## src/design/lc3b_pkg.sv

```systemverilog
`default_nettype none

package lc3b_pkg;

    // **************************************************
    // Basic LC-3b types
    // **************************************************

    typedef logic [15:0] lc3b_word;
    typedef logic [2:0]  lc3b_nzp;

    typedef enum logic [3:0] {
        op_br   = 4'b0000,
        op_add  = 4'b0001,
        op_ldb  = 4'b0010,
        op_stb  = 4'b0011,
        op_jsr  = 4'b0100,
        op_and  = 4'b0101,
        op_ldr  = 4'b0110,
        op_str  = 4'b0111,
        op_rti  = 4'b1000,
        op_not  = 4'b1001,
        op_ldi  = 4'b1010,
        op_sti  = 4'b1011,
        op_jmp  = 4'b1100,
        op_shf  = 4'b1101,
        op_lea  = 4'b1110,
        op_trap = 4'b1111
    } lc3b_opcode;

    // **************************************************
    // Pipeline and hazard structs
    // **************************************************

    // Instruction held in one stage. A br with nzp of zero is a bubble.
    typedef struct packed {
        lc3b_opcode op;
        lc3b_nzp    nzp;
        logic       pred;
        lc3b_word   addr;
    } stage_info_t;

    typedef struct packed {
        logic i_mem_resp;
        logic d_mem_resp;
        logic d_mem_read;
        logic d_mem_write;
        logic inter_read;
        logic inter_write;
    } mem_status_t;

    typedef struct packed {
        logic load;
        logic load_pc;
        logic load_mem_wb_force;
        logic redirect_wb;
        logic flush;
        logic flush_mem_op;
        logic i_mem_read;
    } hazard_ctrl_t;

    // Predictor table geometry and reset value (weakly not taken).
    localparam int         BP_INDEX_BITS  = 5;
    localparam int         BP_ENTRIES     = 1 << BP_INDEX_BITS;
    localparam logic [1:0] BP_RESET_STATE = 2'b01;

    localparam stage_info_t STAGE_NOP = '{op: op_br, nzp: 3'b000, pred: 1'b0, addr: 16'h0000};

endpackage

`default_nettype wire

```

## src/design/branch_predictor.sv

```systemverilog
`timescale 1ns/1ps
`default_nettype none

module branch_predictor
    import lc3b_pkg::*;
(
    input  wire logic     clk,
    input  wire logic     i_arst_n,
    input  wire lc3b_word i_if_addr,
    input  wire logic     i_br_instruction,
    input  wire lc3b_word i_wb_addr,
    input  wire logic     i_taken,
    input  wire logic     i_not_taken,
    output logic          o_prediction
);

    logic [1:0]               counters [BP_ENTRIES];
    logic [BP_INDEX_BITS-1:0] if_idx;
    logic [BP_INDEX_BITS-1:0] wb_idx;

    // Word aligned addresses, so bit 0 is skipped.
    assign if_idx = i_if_addr[BP_INDEX_BITS:1];
    assign wb_idx = i_wb_addr[BP_INDEX_BITS:1];

    // Upper counter bit gives the direction.
    assign o_prediction = i_br_instruction & counters[if_idx][1];

    // **************************************************
    // Counter training at WB
    // **************************************************

    always_ff @(posedge clk or negedge i_arst_n) begin
        if (!i_arst_n) begin
            for (int i = 0; i < BP_ENTRIES; i++) begin
                counters[i] <= BP_RESET_STATE;
            end
        end else if (i_taken) begin
            if (counters[wb_idx] != 2'b11) begin
                counters[wb_idx] <= counters[wb_idx] + 2'b01;
            end
        end else if (i_not_taken) begin
            if (counters[wb_idx] != 2'b00) begin
                counters[wb_idx] <= counters[wb_idx] - 2'b01;
            end
        end
    end

endmodule

`default_nettype wire

```

## src/design/stage_tracker.sv

```systemverilog
`timescale 1ns/1ps
`default_nettype none

module stage_tracker
    import lc3b_pkg::*;
(
    input  wire logic         clk,
    input  wire logic         i_arst_n,
    input  wire lc3b_word     i_if_instr,
    input  wire lc3b_word     i_if_addr,
    input  wire logic         i_if_pred,
    input  wire hazard_ctrl_t i_ctrl,
    output stage_info_t       o_s_if,
    output stage_info_t       o_s_id,
    output stage_info_t       o_s_ex,
    output stage_info_t       o_s_mem,
    output stage_info_t       o_s_wb,
    output lc3b_opcode        o_op_mem_inter
);

    stage_info_t if_next;
    stage_info_t s_if;
    stage_info_t s_id;
    stage_info_t s_ex;
    stage_info_t s_mem;
    stage_info_t s_wb;
    lc3b_opcode  op_mem_inter;

    // Decode of the fetched word.
    always_comb begin
        if_next.op   = lc3b_opcode'(i_if_instr[15:12]);
        if_next.nzp  = i_if_instr[11:9];
        if_next.pred = i_if_pred;
        if_next.addr = i_if_addr;
    end

    // **************************************************
    // IF/ID register
    // **************************************************

    always_ff @(posedge clk or negedge i_arst_n) begin
        if (!i_arst_n) begin
            s_if <= STAGE_NOP;
        end else if (i_ctrl.load) begin
            s_if <= if_next;
        end
    end

    // **************************************************
    // ID, EX and MEM
    // **************************************************

    // Flush wins over load so a redirect leaves bubbles behind WB.
    always_ff @(posedge clk or negedge i_arst_n) begin
        if (!i_arst_n) begin
            s_id  <= STAGE_NOP;
            s_ex  <= STAGE_NOP;
            s_mem <= STAGE_NOP;
        end else if (i_ctrl.flush) begin
            s_id  <= STAGE_NOP;
            s_ex  <= STAGE_NOP;
            s_mem <= STAGE_NOP;
        end else if (i_ctrl.load) begin
            s_id  <= s_if;
            s_ex  <= s_id;
            s_mem <= s_ex;
        end
    end

    // WB drains to a bubble during a stall unless the hazard logic holds it.
    always_ff @(posedge clk or negedge i_arst_n) begin
        if (!i_arst_n) begin
            s_wb <= STAGE_NOP;
        end else if (i_ctrl.load) begin
            s_wb <= s_mem;
        end else if (i_ctrl.load_mem_wb_force) begin
            s_wb <= STAGE_NOP;
        end
    end

    // Previous MEM op for the second half of ldi/sti.
    always_ff @(posedge clk or negedge i_arst_n) begin
        if (!i_arst_n) begin
            op_mem_inter <= op_br;
        end else begin
            op_mem_inter <= s_mem.op;
        end
    end

    assign o_s_if         = s_if;
    assign o_s_id         = s_id;
    assign o_s_ex         = s_ex;
    assign o_s_mem        = s_mem;
    assign o_s_wb         = s_wb;
    assign o_op_mem_inter = op_mem_inter;

endmodule

`default_nettype wire

```

## src/design/hazard_detection.sv

```systemverilog
`timescale 1ns/1ps
`default_nettype none

module hazard_detection
    import lc3b_pkg::*;
(
    input  wire stage_info_t i_s_if,
    input  wire stage_info_t i_s_id,
    input  wire stage_info_t i_s_ex,
    input  wire stage_info_t i_s_mem,
    input  wire stage_info_t i_s_wb,
    input  wire lc3b_opcode  i_op_mem_inter,
    input  wire mem_status_t i_mem_status,
    input  wire logic        i_br_enable,
    output hazard_ctrl_t     o_ctrl,
    output logic             o_taken,
    output logic             o_not_taken,
    output logic             o_br_instruction
);

    function automatic logic is_cond_br(input stage_info_t s);
        return (s.op == op_br) && (s.nzp != 3'b000);
    endfunction

    function automatic logic is_ctrl_op(input lc3b_opcode op);
        return (op == op_jmp) || (op == op_jsr) || (op == op_trap);
    endfunction

    function automatic logic is_indirect(input lc3b_opcode op);
        return (op == op_ldi) || (op == op_sti);
    endfunction

    logic         mem_op;
    logic         wb_branch;
    logic         taken;
    logic         not_taken;
    logic         mispredict;
    logic         redirect;
    logic         ctrl_in_flight;
    logic         br_in_flight;
    logic         fetch_on;
    hazard_ctrl_t ctrl;

    assign mem_op    = i_mem_status.d_mem_read | i_mem_status.d_mem_write;
    assign wb_branch = is_cond_br(i_s_wb);

    // **************************************************
    // Branch resolution and redirect at WB
    // **************************************************

    assign taken      = wb_branch & i_br_enable;
    assign not_taken  = wb_branch & ~i_br_enable;
    assign mispredict = (taken & ~i_s_wb.pred) | (not_taken & i_s_wb.pred);
    assign redirect   = mispredict | is_ctrl_op(i_s_wb.op);

    assign ctrl_in_flight = is_ctrl_op(i_s_id.op) | is_ctrl_op(i_s_ex.op)
                          | is_ctrl_op(i_s_mem.op);
    assign br_in_flight   = is_cond_br(i_s_id) | is_cond_br(i_s_ex) | is_cond_br(i_s_mem);

    // No fetch while a jump target is still unknown.
    assign fetch_on = ~ctrl_in_flight & ~redirect;

    // **************************************************
    // Load, PC load and flush
    // **************************************************

    always_comb begin
        ctrl                   = '0;
        ctrl.load_mem_wb_force = 1'b1;
        ctrl.redirect_wb       = redirect;
        ctrl.i_mem_read        = fetch_on;

        // Base table on {i_mem_resp, d_mem_resp, mem_op}.
        case ({i_mem_status.i_mem_resp, i_mem_status.d_mem_resp, mem_op})
            3'b000:  {ctrl.load, ctrl.load_pc} = 2'b10;
            3'b001:  {ctrl.load, ctrl.load_pc} = 2'b00;
            3'b010:  {ctrl.load, ctrl.load_pc} = 2'b11;
            3'b011:  {ctrl.load, ctrl.load_pc} = 2'b10;
            3'b100:  {ctrl.load, ctrl.load_pc} = 2'b11;
            3'b101:  {ctrl.load, ctrl.load_pc} = 2'b00;
            default: {ctrl.load, ctrl.load_pc} = 2'b11;
        endcase

        // First half of ldi/sti always takes an extra cycle.
        if (is_indirect(i_s_mem.op)) begin
            ctrl.load    = 1'b0;
            ctrl.load_pc = 1'b0;
        end

        // Second half done once its data response is back.
        if (is_indirect(i_op_mem_inter) && !i_mem_status.inter_read
                && !i_mem_status.inter_write && i_mem_status.d_mem_resp) begin
            ctrl.load    = 1'b1;
            ctrl.load_pc = i_mem_status.i_mem_resp;
        end

        if (mispredict) begin
            ctrl.load_pc      = 1'b1;
            ctrl.flush        = 1'b1;
            ctrl.flush_mem_op = 1'b1;
        end

        if (is_ctrl_op(i_s_wb.op)) begin
            ctrl.load_pc = 1'b1;
        end

        if (!fetch_on && !redirect) begin
            ctrl.load_pc = 1'b0;
        end

        // An outstanding fetch behind a branch freezes the whole pipe.
        if (!i_mem_status.i_mem_resp && fetch_on && br_in_flight && !wb_branch) begin
            ctrl.load              = 1'b0;
            ctrl.load_pc           = 1'b0;
            ctrl.load_mem_wb_force = 1'b0;
        end
    end

    assign o_ctrl           = ctrl;
    assign o_taken          = taken;
    assign o_not_taken      = not_taken;
    assign o_br_instruction = is_cond_br(i_s_if);

endmodule

`default_nettype wire

```

## src/design/hazard_unit_top.sv

```systemverilog
`timescale 1ns/1ps
`default_nettype none

module hazard_unit_top
    import lc3b_pkg::*;
(
    input  wire logic        clk,
    input  wire logic        i_arst_n,
    input  wire lc3b_word    i_if_instr,
    input  wire lc3b_word    i_if_addr,
    input  wire mem_status_t i_mem_status,
    input  wire logic        i_br_enable,
    output hazard_ctrl_t     o_ctrl,
    output logic             o_prediction,
    output logic             o_taken,
    output logic             o_not_taken
);

    stage_info_t s_if;
    stage_info_t s_id;
    stage_info_t s_ex;
    stage_info_t s_mem;
    stage_info_t s_wb;
    lc3b_opcode  op_mem_inter;
    logic        br_instruction;

    stage_tracker u_stage_tracker (
        .clk            (clk),
        .i_arst_n       (i_arst_n),
        .i_if_instr     (i_if_instr),
        .i_if_addr      (i_if_addr),
        .i_if_pred      (o_prediction),
        .i_ctrl         (o_ctrl),
        .o_s_if         (s_if),
        .o_s_id         (s_id),
        .o_s_ex         (s_ex),
        .o_s_mem        (s_mem),
        .o_s_wb         (s_wb),
        .o_op_mem_inter (op_mem_inter)
    );

    hazard_detection u_hazard_detection (
        .i_s_if           (s_if),
        .i_s_id           (s_id),
        .i_s_ex           (s_ex),
        .i_s_mem          (s_mem),
        .i_s_wb           (s_wb),
        .i_op_mem_inter   (op_mem_inter),
        .i_mem_status     (i_mem_status),
        .i_br_enable      (i_br_enable),
        .o_ctrl           (o_ctrl),
        .o_taken          (o_taken),
        .o_not_taken      (o_not_taken),
        .o_br_instruction (br_instruction)
    );

    branch_predictor u_branch_predictor (
        .clk              (clk),
        .i_arst_n         (i_arst_n),
        .i_if_addr        (i_if_addr),
        .i_br_instruction (br_instruction),
        .i_wb_addr        (s_wb.addr),
        .i_taken          (o_taken),
        .i_not_taken      (o_not_taken),
        .o_prediction     (o_prediction)
    );

endmodule

`default_nettype wire

```

## config.mk

```make
export PLATFORM = sky130hd
export DESIGN_NAME = hazard_unit_top
export DESIGN_NICKNAME = d
export VERILOG_FILES = /design/src/design/lc3b_pkg.sv /design/src/design/branch_predictor.sv /design/src/design/stage_tracker.sv /design/src/design/hazard_detection.sv /design/src/design/hazard_unit_top.sv
export SDC_FILE = /design/constraint.sdc
export NUM_CORES = 1
export LEC_CHECK = 0
export BUFFER_PORTS_ARGS = -buffer_cell sky130_fd_sc_hd__buf_2
export CORE_MARGIN = 4
export CORE_UTILIZATION = 55
export CTS_CLUSTER_DIAMETER = 150
export CTS_CLUSTER_SIZE = 12
export DETAILED_ROUTE_END_ITERATION = 8
export GPL_TIMING_DRIVEN = 0
export HOLD_SLACK_MARGIN = 0.03
export PLACE_DENSITY = 0.77
export SYNTH_ARGS = -nofsm -noshare
export SYNTH_HDL_FRONTEND = slang
export SYNTH_SLANG_ARGS = --single-unit
```

## constraint.sdc

```tcl
create_clock -name clk -period 4.8 [get_ports clk]
set_input_delay 0.96 -clock clk [delete_from_list [all_inputs] [get_ports clk]]
set_output_delay 0.96 -clock clk [all_outputs]
set_load 0.01 [all_outputs]
```

# == After elaboration in Yosys (flattened, before gate mapping) ==
# Index checks and enable logic that the tools add are counted.
# word_totals
reg_bits,178
inputBits,41
out_inout_bits,10
elab_cells,176
# classes
add_sub_neg,2
magnitude_cmp,3
n_eq_ne,21
mux,30
bitwise_logic,19
reduce_logical,48
# op_table
operator,count
64-bit two-way mux,4
24-bit two-way mux,8
64-bit bitwise mux,2
4-bit equality test (second input constant),12
2-bit binary-select mux with 5-bit select,2
4-bit logical NOT,5
4-bit by 3-bit equality test with 1-bit output (second input constant),4
2-bit two-way mux,8
3-bit nonzero test,5
1-bit logical AND,13
6-bit >= comparator (second input constant),2
5-bit NOT with 6-bit output,2
2-bit demux with 5-bit select,1
1-bit logical OR,10
2-bit nonzero test,5
1-bit bitwise OR,7
1-bit AND,6
1-bit logical NOT,6
6-bit by 1-bit less-than comparator with 1-bit output (second input constant),1
1-bit NOT,4
2-bit one-hot mux with 2 select lines,1
2-bit OR reduction,2
3-bit by 1-bit equality test with 1-bit output (second input constant),1
3-bit by 2-bit equality test with 1-bit output (second input constant),1
9 further kinds,11

# == Depth between registers and ports, before layout ==
# depth
ltp_word,14
ltp_mapped,14
ltp_nobuf,10

# == By module ==
# From an unflattened synthesis, not the netlist that was laid out.
# unflattened
cells_unflattened,660
area_unflattened_um2,8675.8
# by_module_without_submodules
module,instances,cells_each,area_per_inst_um2,seq_area_each_um2
stage_tracker,1,340,4735.8,3103.0
branch_predictor,1,270,3594.7,1641.6
hazard_detection,1,50,345.3,0.0

# == Least setup slack after synthesis ==
# OpenSTA, ideal clock, no wires.
# synth_path
path_kind,input-to-output
start,input port i_if_addr[2]
end,output port o_prediction
arrival_time_ps,2356
required_time_ps,3840
setup_slack_ps,1484
path_stages,6
n_path_buf,2
cell_sequence,buf_2 -> buf_2 -> mux2i_1 -> mux4_2 -> a22oi_1 -> o211a_1
# synth_between
elab_chain_cells,5
# synth_lines
item,line,text
start: declaration,hazard_unit_top.sv:10,"input wire lc3b_word i_if_addr,"
5-bit NOT with 6-bit output (implied by the code),branch_predictor.sv:26,assign o_prediction = i_br_instruction & counters[if_idx][1];
2-bit binary-select mux with 5-bit select,branch_predictor.sv:26,
2-bit two-way mux (implied by the code) (2 in series),branch_predictor.sv:26,
1-bit AND,branch_predictor.sv:26,
end: declaration,hazard_unit_top.sv:14,"output logic o_prediction,"
# Every way passes these cells. The select of a mux whose other input is x is not followed.

# == Worst setup path after layout ==
# layout_path
start,register u_stage_tracker.o_s_wb[2] (netlist name)
end,register u_branch_predictor.counters[43] in the netlist's numbering
# layout_between
elab_chain_cells,9
elab_cells_between_ends,22
classes_between,2 x add/sub; 2 x order compare; 2 x eq/ne; 11 x mux; 1 x bitwise; 4 x reduce/logical
# layout_lines
item,line,text
5-bit NOT with 6-bit output (implied by the code) (*),n/a,
"2-bit binary-select mux with 5-bit select, or another cell as far along",n/a,
2-bit two-way mux (implied by the code) or 1-bit logical AND (tied branches),n/a,
"2-bit two-way mux, on equally long branches",n/a,
2-bit by 1-bit subtractor with 2-bit output or 2-bit demux with 5-bit select (tied branches),"branch_predictor.sv:43, branch_predictor.sv:39",
64-bit bitwise mux,branch_predictor.sv:43,counters[wb_idx] <= counters[wb_idx] - 2'b01;
64-bit two-way mux,branch_predictor.sv:42,if (counters[wb_idx] != 2'b00) begin
64-bit two-way mux,branch_predictor.sv:41,end else if (i_not_taken) begin
64-bit two-way mux,branch_predictor.sv:37,end else if (i_taken) begin
end signal: indexed assignment,branch_predictor.sv:39,counters[wb_idx] <= counters[wb_idx] + 2'b01;
end signal: indexed assignment,branch_predictor.sv:43,
end: declaration,branch_predictor.sv:17,logic [1:0] counters [BP_ENTRIES];
# Every way passes the cells marked *; elsewhere a longest branch is shown, timed or not. The select of a mux whose other input is x is not followed.
# A chain may end at the register's enable or synchronous reset.

==> summary.txt <==
Power
  • P_leak: ~3.4 nW
  • Total power: 5.80 mW
  • Peak VDD IR: 467 uV
  • Cell Pwr Density: 774 nW/um^2

Floorplanning
  • Core Rows: 39
  • Die W: 117 microns
  • Core region area: 11500 sq um
  • Ports: about 50
  • Die height: between 100 and 150 microns
  • Die area: 13600 sq um
  • Initial Util: a little under three fifths

Layout
  • Nets: approximately 600
  • Final core occ: 65.0%
  • Diodes inserted: 0
  • Layout cell share with drive strength beyond 1: 39.7%
  • Area delta synth->final: 15.1%
  • Design Area, Final: ~7500 sq um

Route
  • Residual DRC: 0
  • DRT Pass-1 Iters: 5
  • Post-DRT Antenna Nets: 0
  • Vias per Instance: 6.05
  • Avg WL per Cell: 21.2 microns
  • DRT Wirelength: about 15000 microns
  • Initial DRC count: 307
  • Vias: between 4000 and 5000

Clocking
  • Cts bufs inserted: 17
  • Root buffer cell: clkbuf_16
  • Hold_buf cts: 0
  • H-Tree Level Count: 4
  • Postcts setup bufs: 0
  • Clock slew at reported path FFs: 0.06 ns
  • CTS resizes: 0
  • CTS tree: built
  • # clock sinks: 132
  • Clk_lat worst skew: approximately 0.42 ns
  • Max Buffers Root-to-Sink: 2

Global route
  • GR Overflow Total: 0
  • GRT Total Usage: 24.5%
  • First-pass GRT wire length: 24600 microns
  • Largest net degree at the start of global routing: roughly 100
  • Vias in the first global route: 4561
  • Initial antenna violation count: 0

Flow run
  • Max-Cap Viols: 0

Min path
  • Worst min path class: input pin to asynchronous set/reset pin

STA
  • Worst slew margin relative to its limit: 51.5%
  • Final Hold Vio Count: 0
  • Final worst-path cycle share: 87.4%
  • Min Clock Period, post-route: 4.19 ns
  • Unrepaired setup endpoints after global routing: false
  • Max frequency: between 200 and 250 MHz
  • Slew @ Worst Pin: about 0.73 ns
  • Final Skew: 0.00701 ns
  • Final Max Tran Viols: 0
  • Post-route setup TNS: 0 ns
  • Endpoints failing setup: 0

Synth
  • Syn nets: 550
  • Mean post-synth cell area: 12.8 sq um
  • Post-synthesis cell count: 507
  • Seq/Total Area, Yosys: 51.4%
  • Netlist cell types: between 50 and 60
  • Synth warn: 0
  • Post-synth top cells: dfrtp_1, nand2_1, mux2_2
  • Synth Register Bits: 132
  • Top-count cell post-synth: dfrtp_1
  • Number of synthesized flops with an enable pin: 0
  • Mapped Area: 6500 sq um
  • Post-synth ARST share: between 90% and 100%
  • Most used flip-flop cell after synthesis: dfrtp_1
  • Top-area cell type share of the netlist area: just under 40%
  • Synth area leaders: dfrtp_1, dfstp_2, mux2_2
  • Leading area contributor after synthesis: dfrtp_1

Setup path
  • Critical path class: flip-flop to flip-flop
  • Critical Path End Type: flip-flop
  • Worst path cell trace: buf_2 -> clkbuf_1 -> mux4_2 -> a22oi_1 -> and4_1 -> inv_1 -> ha_1 -> mux2i_1 -> nand4b_1 -> nor2_1 -> mux2_2
  • Buf/Inv on CP: 3
  • Family with the most delay on the worst path: simple AND/OR/NAND/NOR gates
  • Crit path arrival time: approximately 4.5 ns
  • CP Max Fanout: 10
  • CP max stage delay: 0.60 ns
  • CP required: between 5 and 6 ns
  • Worst setup SP type: flip-flop
  • Slowest-stage cell, CP: clkbuf_1

Placed design
  • GPL Wtd Cong: 0.849
  • Area after DPL: 6860 sq um
  • Port bufs: 29
  • HPWL Detailed: 10300 microns

Run status
  • Status: completed
## logic make-up after synthesis
logic type / share of synthesized area [%]
xor+xnor: 0.269
flops: 51.4
compound gates: 4.29
mux: 29.2
fa+ha+maj: 0.385
buf+inv: 3.58
simple gates: 10.9
## power breakdown
| group | leakage, nW | internal [mW] | switching (mW) | total (mW) |
|---|---|---|---|---|
| registers | 1.59 | 1.55 | 0.268 | 1.82 |
| logic | 1.56 | 1.00 | 1.62 | 2.62 |
| clock network | 0.297 | 0.851 | 0.505 | 1.36 |
## placed cells by master, fill, tap and decap left out, types with 3 or more instances in the layout
master / netlist / routed
clkbuf_1: 13 / 13
clkbuf_8: 1 / 3
clkbuf_16: 0 / 17
a22oi_1: 5 / 5
nand3_1: 4 / 4
inv_6: 0 / 4
nor3_1: 4 / 4
nand2_1: 74 / 74
a22o_1: 12 / 12
o21ai_0: 3 / 3
buf_4: 7 / 7
dfrtp_1: 100 / 100
or4_1: 3 / 3
bufinv_16: 0 / 3
inv_1: 5 / 5
mux2_2: 73 / 73
o22ai_1: 6 / 6
nor2_4: 8 / 8
buf_6: 2 / 3
clkinvlp_4: 0 / 3
and2_1: 4 / 4
nor2_1: 18 / 18
buf_2: 12 / 40
dfstp_2: 32 / 32
mux4_2: 19 / 19
mux2i_1: 57 / 57
## metrics by stage
stage	hold WS [ns]	setup WS (ns)	cells
floorplan	0.425	1.48	507
global placement	0.479	0.734	679
detailed placement	0.479	0.749	680
CTS	0.428	0.731	712
global route	0.432	0.427	712
finish	0.420	0.607	712
## metal layers
layer	routed length (microns)	up-vias	share of wire (%)	track usage, %
met1	6340	2201	42	31.7
met2	7570	142	50	39.9
met4	316	0	2.1	8.79
met5	0	-	0	0
met3	862	27	5.7	6.58
li1	-	1936	-	-
## cell type report
class | count | area [sq um]
fill | 839 | 4030
sequential | 132 | 3340
multi-input combinational | 333 | 2930
clock buffer | 19 | 453
buffer | 36 | 210
timing repair buffer | 30 | 179
tap | 143 | 179
clock inverter | 13 | 170
inverter | 6 | 22.5
## worst paths after layout
path,startpoint,endpoint,slack (ns),cells past startpoint
max in group asynchronous,i_arst_n,asynchronous set/reset pin,3.58,2
setup reg to reg,u_stage_tracker.o_s_wb[2]$_DFFE_PN0P_,u_branch_predictor.counters[43]$_DFFE_PN0P_,0.61,11
hold / removal,i_arst_n,u_branch_predictor.counters[23]$_DFFE_PN0P_,0.42,1
setup / recovery,u_stage_tracker.o_s_wb[2]$_DFFE_PN0P_,u_branch_predictor.counters[43]$_DFFE_PN0P_,0.61,11
hold reg to reg,u_stage_tracker.o_s_mem[2]$_DFFE_PN0P_,u_stage_tracker.o_s_wb[2]$_DFFE_PN0P_,0.49,1
min in group clk,u_stage_tracker.o_s_mem[2]$_DFFE_PN0P_,u_stage_tracker.o_s_wb[2]$_DFFE_PN0P_,0.49,1
## worst reg2reg max path, stage by stage, from the launching register on
cell      delay [ns]
dfrtp_1         0.39
buf_2           0.31
clkbuf_1        0.60
mux4_2          0.43
a22oi_1         0.23
and4_1          0.27
inv_1           0.05
ha_1            0.17
mux2i_1         0.27
nand4b_1        0.54
nor2_1          0.44
mux2_2          0.37
No activity file was read; power rests on OpenSTA's default activity.
